## src/rtl/dvi_pkg.sv

```systemverilog
package dvi_pkg;

    // one color component and one encoded symbol
    typedef logic [7:0] pixel_t;
    typedef logic [9:0] symbol_t;

    // pixel or line counter, wide enough for 2047
    typedef logic [10:0] coord_t;

    // lane 0 blue, lane 1 green, lane 2 red (DVI channel order)
    localparam int NUM_LANES = 3;

    typedef struct packed {
        pixel_t red;
        pixel_t green;
        pixel_t blue;
    } rgb_t;

    // timing strobes, all active high
    typedef struct packed {
        logic de;
        logic hsync;
        logic vsync;
        logic frame_start;
    } video_ctrl_t;

    // encoder input, ctrl is {c1, c0}
    typedef struct packed {
        logic       de;
        logic [1:0] ctrl;
        pixel_t     data;
    } tmds_lane_t;

    typedef struct packed {
        symbol_t blue;
        symbol_t green;
        symbol_t red;
    } tmds_bus_t;

    // DVI control tokens, indexed by {c1, c0}
    localparam symbol_t CTRL_TOKEN_00 = 10'b1101010100;
    localparam symbol_t CTRL_TOKEN_01 = 10'b0010101011;
    localparam symbol_t CTRL_TOKEN_10 = 10'b0101010100;
    localparam symbol_t CTRL_TOKEN_11 = 10'b1010101011;

    // 640x480 at 60 Hz
    localparam int DEF_H_ACTIVE = 640;
    localparam int DEF_H_FRONT  = 16;
    localparam int DEF_H_SYNC   = 96;
    localparam int DEF_H_BACK   = 48;
    localparam int DEF_V_ACTIVE = 480;
    localparam int DEF_V_FRONT  = 10;
    localparam int DEF_V_SYNC   = 2;
    localparam int DEF_V_BACK   = 33;

endpackage

```

## src/rtl/video_timing_gen.sv

```systemverilog
`timescale 1ns/1ns

module video_timing_gen #(
    parameter int H_ACTIVE = 640,
    parameter int H_FRONT  = 16,
    parameter int H_SYNC   = 96,
    parameter int H_BACK   = 48,
    parameter int V_ACTIVE = 480,
    parameter int V_FRONT  = 10,
    parameter int V_SYNC   = 2,
    parameter int V_BACK   = 33
) (
    input  logic                 clk_pixel,
    input  logic                 rst_n_i,
    output dvi_pkg::video_ctrl_t ctrl_o
);

    import dvi_pkg::*;

    // line and frame totals
    localparam coord_t H_TOTAL = coord_t'(H_ACTIVE + H_FRONT + H_SYNC + H_BACK);
    localparam coord_t V_TOTAL = coord_t'(V_ACTIVE + V_FRONT + V_SYNC + V_BACK);

    // sync windows with start inclusive and end exclusive
    localparam coord_t H_ACT_END  = coord_t'(H_ACTIVE);
    localparam coord_t H_SYNC_BEG = coord_t'(H_ACTIVE + H_FRONT);
    localparam coord_t H_SYNC_END = coord_t'(H_ACTIVE + H_FRONT + H_SYNC);
    localparam coord_t V_ACT_END  = coord_t'(V_ACTIVE);
    localparam coord_t V_SYNC_BEG = coord_t'(V_ACTIVE + V_FRONT);
    localparam coord_t V_SYNC_END = coord_t'(V_ACTIVE + V_FRONT + V_SYNC);

    coord_t      h_cnt;
    coord_t      v_cnt;
    logic        h_last;
    logic        v_last;
    video_ctrl_t ctrl_d;

    assign h_last = (h_cnt == H_TOTAL - coord_t'(1));
    assign v_last = (v_cnt == V_TOTAL - coord_t'(1));

    // pixel counter wraps at line total
    always_ff @(posedge clk_pixel or negedge rst_n_i) begin
        if (!rst_n_i) begin
            h_cnt <= '0;
        end else if (h_last) begin
            h_cnt <= '0;
        end else begin
            h_cnt <= h_cnt + coord_t'(1);
        end
    end

    // line counter steps on each line wrap
    always_ff @(posedge clk_pixel or negedge rst_n_i) begin
        if (!rst_n_i) begin
            v_cnt <= '0;
        end else if (h_last) begin
            if (v_last) begin
                v_cnt <= '0;
            end else begin
                v_cnt <= v_cnt + coord_t'(1);
            end
        end
    end

    // decode strobes from current counter state
    always_comb begin
        ctrl_d.de          = (h_cnt < H_ACT_END) && (v_cnt < V_ACT_END);
        ctrl_d.hsync       = (h_cnt >= H_SYNC_BEG) && (h_cnt < H_SYNC_END);
        // vsync covers whole lines
        ctrl_d.vsync       = (v_cnt >= V_SYNC_BEG) && (v_cnt < V_SYNC_END);
        ctrl_d.frame_start = (h_cnt == '0) && (v_cnt == '0);
    end

    // registered outputs one cycle behind the counters
    always_ff @(posedge clk_pixel or negedge rst_n_i) begin
        if (!rst_n_i) begin
            ctrl_o <= '0;
        end else begin
            ctrl_o <= ctrl_d;
        end
    end

    // counters never leave the frame
    a_cnt_range: assert property (
        @(posedge clk_pixel) disable iff (!rst_n_i)
        (h_cnt < H_TOTAL) && (v_cnt < V_TOTAL)
    ) else $error("timing counter out of range h=%0d v=%0d", h_cnt, v_cnt);

endmodule

```

## src/rtl/pixel_source.sv

```systemverilog
`timescale 1ns/1ns

module pixel_source (
    input  logic                 clk_pixel,
    input  logic                 rst_n_i,
    input  dvi_pkg::video_ctrl_t ctrl_i,
    input  dvi_pkg::rgb_t        fill_color_i,
    output dvi_pkg::tmds_lane_t  lanes_o [dvi_pkg::NUM_LANES]
);

    import dvi_pkg::*;

    rgb_t   color_q;
    rgb_t   color_cur;
    pixel_t comp [NUM_LANES];

    // new color takes effect on the frame start pixel itself
    assign color_cur = ctrl_i.frame_start ? fill_color_i : color_q;

    // per-lane component, DVI channel order
    always_comb begin
        comp[0] = color_cur.blue;
        comp[1] = color_cur.green;
        comp[2] = color_cur.red;
    end

    // hold color for the rest of the frame
    always_ff @(posedge clk_pixel or negedge rst_n_i) begin
        if (!rst_n_i) begin
            color_q <= '0;
        end else if (ctrl_i.frame_start) begin
            color_q <= fill_color_i;
        end
    end

    always_ff @(posedge clk_pixel or negedge rst_n_i) begin
        if (!rst_n_i) begin
            for (int i = 0; i < NUM_LANES; i++) begin
                lanes_o[i] <= '0;
            end
        end else begin
            for (int i = 0; i < NUM_LANES; i++) begin
                lanes_o[i].de   <= ctrl_i.de;
                // data zeroed in blanking
                lanes_o[i].data <= ctrl_i.de ? comp[i] : '0;
                // syncs ride on blue only
                lanes_o[i].ctrl <= (i == 0) ? {ctrl_i.vsync, ctrl_i.hsync} : 2'b00;
            end
        end
    end

    // color register moves only at frame start
    a_color_per_frame: assert property (
        @(posedge clk_pixel) disable iff (!rst_n_i)
        $changed(color_q) |-> $past(ctrl_i.frame_start)
    ) else $error("fill color changed mid-frame");

endmodule

```

## src/rtl/tmds_channel_encoder.sv

```systemverilog
`timescale 1ns/1ns

module tmds_channel_encoder (
    input  logic                clk_pixel,
    input  logic                rst_n_i,
    input  dvi_pkg::tmds_lane_t lane_i,
    output dvi_pkg::symbol_t    symbol_o
);

    import dvi_pkg::*;

    // ones count of a byte
    function automatic logic [3:0] count_ones(input logic [7:0] v);
        logic [3:0] n;
        n = '0;
        for (int i = 0; i < 8; i++) begin
            n = n + {3'b000, v[i]};
        end
        return n;
    endfunction

    logic [3:0]        n1_d;
    logic              use_xnor;
    logic [8:0]        q_m;
    logic [3:0]        n1_q;
    logic signed [5:0] diff_q;
    logic signed [5:0] cnt_q;
    logic signed [5:0] cnt_d;
    symbol_t           sym_d;

    // stage 1 does transition minimization
    always_comb begin
        n1_d     = count_ones(lane_i.data);
        use_xnor = (n1_d > 4'd4) || ((n1_d == 4'd4) && !lane_i.data[0]);
        q_m[0]   = lane_i.data[0];
        for (int i = 1; i < 8; i++) begin
            if (use_xnor) begin
                q_m[i] = ~(q_m[i-1] ^ lane_i.data[i]);
            end else begin
                q_m[i] = q_m[i-1] ^ lane_i.data[i];
            end
        end
        // bit 8 flags xor
        q_m[8] = ~use_xnor;
    end

    // ones minus zeros of q_m[7:0] in -8..8
    assign n1_q   = count_ones(q_m[7:0]);
    assign diff_q = $signed({1'b0, n1_q, 1'b0}) - 6'sd8;

    // stage 2 picks dc balance or control token
    always_comb begin
        sym_d = CTRL_TOKEN_00;
        cnt_d = cnt_q;
        if (!lane_i.de) begin
            // blanking resets the running disparity
            cnt_d = '0;
            case (lane_i.ctrl)
                2'b00:   sym_d = CTRL_TOKEN_00;
                2'b01:   sym_d = CTRL_TOKEN_01;
                2'b10:   sym_d = CTRL_TOKEN_10;
                default: sym_d = CTRL_TOKEN_11;
            endcase
        end else if ((cnt_q == 6'sd0) || (diff_q == 6'sd0)) begin
            // no bias either way so invert follows bit 8
            sym_d = {~q_m[8], q_m[8], q_m[8] ? q_m[7:0] : ~q_m[7:0]};
            if (q_m[8]) begin
                cnt_d = cnt_q + diff_q;
            end else begin
                cnt_d = cnt_q - diff_q;
            end
        end else if (((cnt_q > 6'sd0) && (diff_q > 6'sd0)) ||
                     ((cnt_q < 6'sd0) && (diff_q < 6'sd0))) begin
            // would grow the bias, so invert
            sym_d = {1'b1, q_m[8], ~q_m[7:0]};
            cnt_d = cnt_q + (q_m[8] ? 6'sd2 : 6'sd0) - diff_q;
        end else begin
            sym_d = {1'b0, q_m[8], q_m[7:0]};
            cnt_d = cnt_q - (q_m[8] ? 6'sd0 : 6'sd2) + diff_q;
        end
    end

    // symbol register shows token 00 out of reset
    always_ff @(posedge clk_pixel or negedge rst_n_i) begin
        if (!rst_n_i) begin
            symbol_o <= CTRL_TOKEN_00;
            cnt_q    <= '0;
        end else begin
            symbol_o <= sym_d;
            cnt_q    <= cnt_d;
        end
    end

    // running disparity bounded
    a_disparity_range: assert property (
        @(posedge clk_pixel) disable iff (!rst_n_i)
        (cnt_q >= -6'sd16) && (cnt_q <= 6'sd16)
    ) else $error("running disparity out of range: %0d", cnt_q);

endmodule

```

## src/rtl/dvi_tx_top.sv

```systemverilog
`timescale 1ns/1ns

module dvi_tx_top #(
    parameter int H_ACTIVE = dvi_pkg::DEF_H_ACTIVE,
    parameter int H_FRONT  = dvi_pkg::DEF_H_FRONT,
    parameter int H_SYNC   = dvi_pkg::DEF_H_SYNC,
    parameter int H_BACK   = dvi_pkg::DEF_H_BACK,
    parameter int V_ACTIVE = dvi_pkg::DEF_V_ACTIVE,
    parameter int V_FRONT  = dvi_pkg::DEF_V_FRONT,
    parameter int V_SYNC   = dvi_pkg::DEF_V_SYNC,
    parameter int V_BACK   = dvi_pkg::DEF_V_BACK
) (
    input  logic               clk_pixel,
    input  logic               rst_n_i,
    input  dvi_pkg::rgb_t      fill_color_i,
    output dvi_pkg::tmds_bus_t tmds_o
);

    import dvi_pkg::*;

    localparam int SYM_W = $bits(symbol_t);

    video_ctrl_t ctrl;
    tmds_lane_t  lanes [NUM_LANES];

    // counters and sync decode
    video_timing_gen #(
        .H_ACTIVE (H_ACTIVE),
        .H_FRONT  (H_FRONT),
        .H_SYNC   (H_SYNC),
        .H_BACK   (H_BACK),
        .V_ACTIVE (V_ACTIVE),
        .V_FRONT  (V_FRONT),
        .V_SYNC   (V_SYNC),
        .V_BACK   (V_BACK)
    ) u_timing (
        .clk_pixel (clk_pixel),
        .rst_n_i   (rst_n_i),
        .ctrl_o    (ctrl)
    );

    pixel_source u_source (
        .clk_pixel    (clk_pixel),
        .rst_n_i      (rst_n_i),
        .ctrl_i       (ctrl),
        .fill_color_i (fill_color_i),
        .lanes_o      (lanes)
    );

    // lane 0 blue lands in the top slice of the bus
    for (genvar i = 0; i < NUM_LANES; i++) begin : g_lane
        tmds_channel_encoder u_enc (
            .clk_pixel (clk_pixel),
            .rst_n_i   (rst_n_i),
            .lane_i    (lanes[i]),
            .symbol_o  (tmds_o[(NUM_LANES - i) * SYM_W - 1 -: SYM_W])
        );
    end

endmodule

```

## config.mk

```make
export PLATFORM = sky130hd
export DESIGN_NAME = dvi_tx_top
export DESIGN_NICKNAME = d
export VERILOG_FILES = /design/src/rtl/dvi_pkg.sv /design/src/rtl/video_timing_gen.sv /design/src/rtl/pixel_source.sv /design/src/rtl/tmds_channel_encoder.sv /design/src/rtl/dvi_tx_top.sv
export SDC_FILE = /design/constraint.sdc
export NUM_CORES = 1
export LEC_CHECK = 0
export ABC_AREA = 1
export BUFFER_PORTS_ARGS = -buffer_cell sky130_fd_sc_hd__buf_2
export CAP_MARGIN = 40
export CORE_UTILIZATION = 45
export CTS_CLUSTER_DIAMETER = 60
export DETAILED_ROUTE_END_ITERATION = 16
export PLACE_DENSITY = 0.7
export SKIP_CTS_REPAIR_TIMING = 1
export SLEW_MARGIN = 20
export SYNTH_ARGS = -nofsm -noshare
export SYNTH_HDL_FRONTEND = slang
export SYNTH_SLANG_ARGS = --single-unit
```

## constraint.sdc

```tcl
create_clock -name clk_pixel -period 14 [get_ports clk_pixel]
set_input_delay 3.5 -clock clk_pixel [delete_from_list [all_inputs] [get_ports clk_pixel]]
set_output_delay 3.5 -clock clk_pixel [all_outputs]
set_load 0.1 [all_outputs]
```

==> impl_metrics.json <==
{
  "timing.rr.start": "u_source.lanes_o[0]",
  "hp-class": "flip-flop to flip-flop",
  "critPathBufInv": 12,
  "grtUsageTotal_pct": 19.76,
  "start_util_pct": 45.97,
  "cts_root_buf": "clkbuf_16",
  "report.final.slew_viol_count": 0,
  "outcome": "complete, no violations",
  "clock_latency_ns": 0.42,
  "place_hpwl_mm": 14.19,
  "cts_buffer_depth": 2,
  "slew_headroom_pct": 49.63,
  "syn_area_um2": 8946,
  "drtPass1Iterations": 5,
  "grt_setup_unrepaired": "false",
  "grt_max_degree": 49,
  "drive_above_1_share_pct": 12.32,
  "grt-ovfl-total": 0,
  "vias": 6768,
  "cp_slowest_cell": "fa_1",
  "setup_tns_ns": 0,
  "clk_pin_slew_ns": 0.06,
  "antenna_found_initial": 0,
  "fin_crit_sh_pct": 59.37,
  "grt_pass1_wl_mm": 31.51,
  "synth_area_per_cell_um2": 8.627,
  "yosysWarningCount": 0,
  "grt_pass1_vias": 6635,
  "worstHoldStart": "u_timing.ctrl_o[2]",
  "crit_path_end_kind": "flip-flop",
  "fin_skew_ns": 0.007753,
  "setup-violations-final": 0,
  "drt_wl_total_mm": 18.46,
  "synthToLayoutAreaGrowth_pct": 12.88,
  "fp.dieW_um": 143.0,
  "fp.dieH_um": 143.0,
  "final_hold_viol_count": 0,
  "gp_congestion": 0.8889,
  "worstPathRequired_ns": 14.33,
  "final_nets": 1263,
  "fin_crit_ns": 8.311,
  "core_um2": 19460,
  "vias_per_cell": 4.915,
  "synthFlopType": "dfrtp_1",
  "htreeDepth": 4,
  "arrival_ns": 8.65,
  "die-area_um2": 20450,
  "wl_per_cell_um": 13.40,
  "finalNonFillerCells": 1377,
  "synth-edff-count": 0,
  "synth_seq_cells": 122,
  "crit_path_frequent_cell": "inv_1",
  "rows": 51,
  "timing.fmax_mhz": 120.3,
  "drt-initial-drc-count": 363,
  "diodes": 0,
  "cts_tree": "yes",
  "worstMarginPinSlew_ns": 0.7548,
  "portBuffers": 55,
  "async_reset_ff_share_pct": 100.0,
  "syn_nets": 1200,
  "drt.antenna.violating_nets": 0,
  "clkSinkCount": 122,
  "crit_type": "flip-flop to flip-flop",
  "pin_count": 56,
  "numPlacedInstances": 1345,
  "max_stage_delay_ns": 0.55,
  "start_kind": "flip-flop",
  "final_cell_mix": "192 x nand2_1, 191 x inv_1, 107 x dfrtp_1",
  "crit_path_start": "u_source.lanes_o[0]",
  "ys_seq_area_share_pct": 34.34,
  "drc": 0,
  "cp_top_family": "adder cells",
  "final_common_cell": "nand2_1",
  "cts-buffers-inserted": 17,
  "maxCapViolCount": 0,
  "synth_cell_type_count": 45,
  "cp_max_fo": 12,
  "synth_cells": 1037
}
## through the flow
stage | setup WS, ns | instance area, µm² | util (%) | hold WS, ns
final | 5.689 | 10100 | 51.89 | 0.3669
after global routing | 5.208 | 10100 | 51.89 | 0.3853
after CTS | 5.693 | 10080 | 51.81 | 0.3678
after detailed placement | 5.758 | 9519 | 48.91 | 0.3517
after global placement | 5.936 | 9492 | 48.77 | 0.3540
after floorplan | 6.533 | 8946 | - | 0.3312
## worst paths after layout
kind / end / slack [ns] / cells after the start
min reg2reg: u_source.lanes_o[30] / 0.37 / 0
min in group asynchronous: u_source.color_q[9] / 3.05 / 1
min: u_source.lanes_o[30] / 0.37 / 0
max in group asynchronous: g_lane[2].u_enc.symbol_o[4] / 9.75 / 3
max: g_lane[2].u_enc.symbol_o[4] / 5.69 / 38
max reg2reg: g_lane[2].u_enc.symbol_o[4] / 5.69 / 38
## cells by family after synthesis
family          share of synthesized area, %
buf+inv                                9.021
fa+ha+maj                              22.69
simple gates                           17.15
compound gates                         10.31
flops                                  34.34
xor+xnor                               6.504
## layout make-up
| cell class | count | area, µm² |
|---|---|---|
| Clock inverter | 11 | 97.59 |
| Timing Repair Buffer | 59 | 335.3 |
| Tap cell | 265 | 331.6 |
| Fill cell | 1786 | 9364 |
| Inverter | 194 | 728.2 |
| Multi-Input combinational cell | 706 | 5067 |
| Clock buffer | 20 | 466.7 |
| Sequential cell | 122 | 3072 |
## layer usage
layer / track usage (%) / part of all wire (%) / vias to the layer above
met2: 32.12 / 47 / 133
met5: 0 / 0 / -
met4: 7.018 / 1.9 / 0
met1: 26.64 / 47 / 3174
met3: 3.186 / 3.8 / 28
li1: - / - / 3433
## sequential cells by signal, summed over array words and instances (netlist names)
register and count:
u_timing.ctrl_o 4, g_lane.u_enc.symbol_o 30, u_timing.h_cnt 11, u_source.lanes_o 27, g_lane.u_enc.cnt_q 15, u_timing.v_cnt 11
u_source.color_q 24
## Yosys cell counts, types with 2 or more instances
cell      number  area, µm²
nand2_1      192      720.7
inv_1        191      716.9
dfrtp_1      107       2678
ha_1          95       1189
a21oi_1       71      355.3
o21ai_0       63      315.3
xor2_1        43      376.6
fa_1          42      840.8
nor2_1        40      150.1
nand3_1       38      190.2
nor3_1        26      130.1
xnor2_1       18      157.7
dfstp_2       15      394.1
or2_2          9      56.30
a31oi_1        8      50.05
clkbuf_1       8      30.03
nand4_1        8      50.05
nand2_4        7      78.83
a211oi_1       5      37.54
o21a_1         5      37.54
nor4_1         4      25.02
o211ai_1       4      30.03
o21ai_1        4      20.02
buf_2          3      15.01
nand2_2        3      18.77
nand3_2        3      30.03
nand3_4        3      52.55
buf_1          2      7.510
inv_2          2      7.510
nor3b_1        2      15.01
xnor3_2        2      47.55
Power is left out: the tool's default activity adds up to more than one toggle a clock period on the data nets, which glitch-free logic cannot reach.
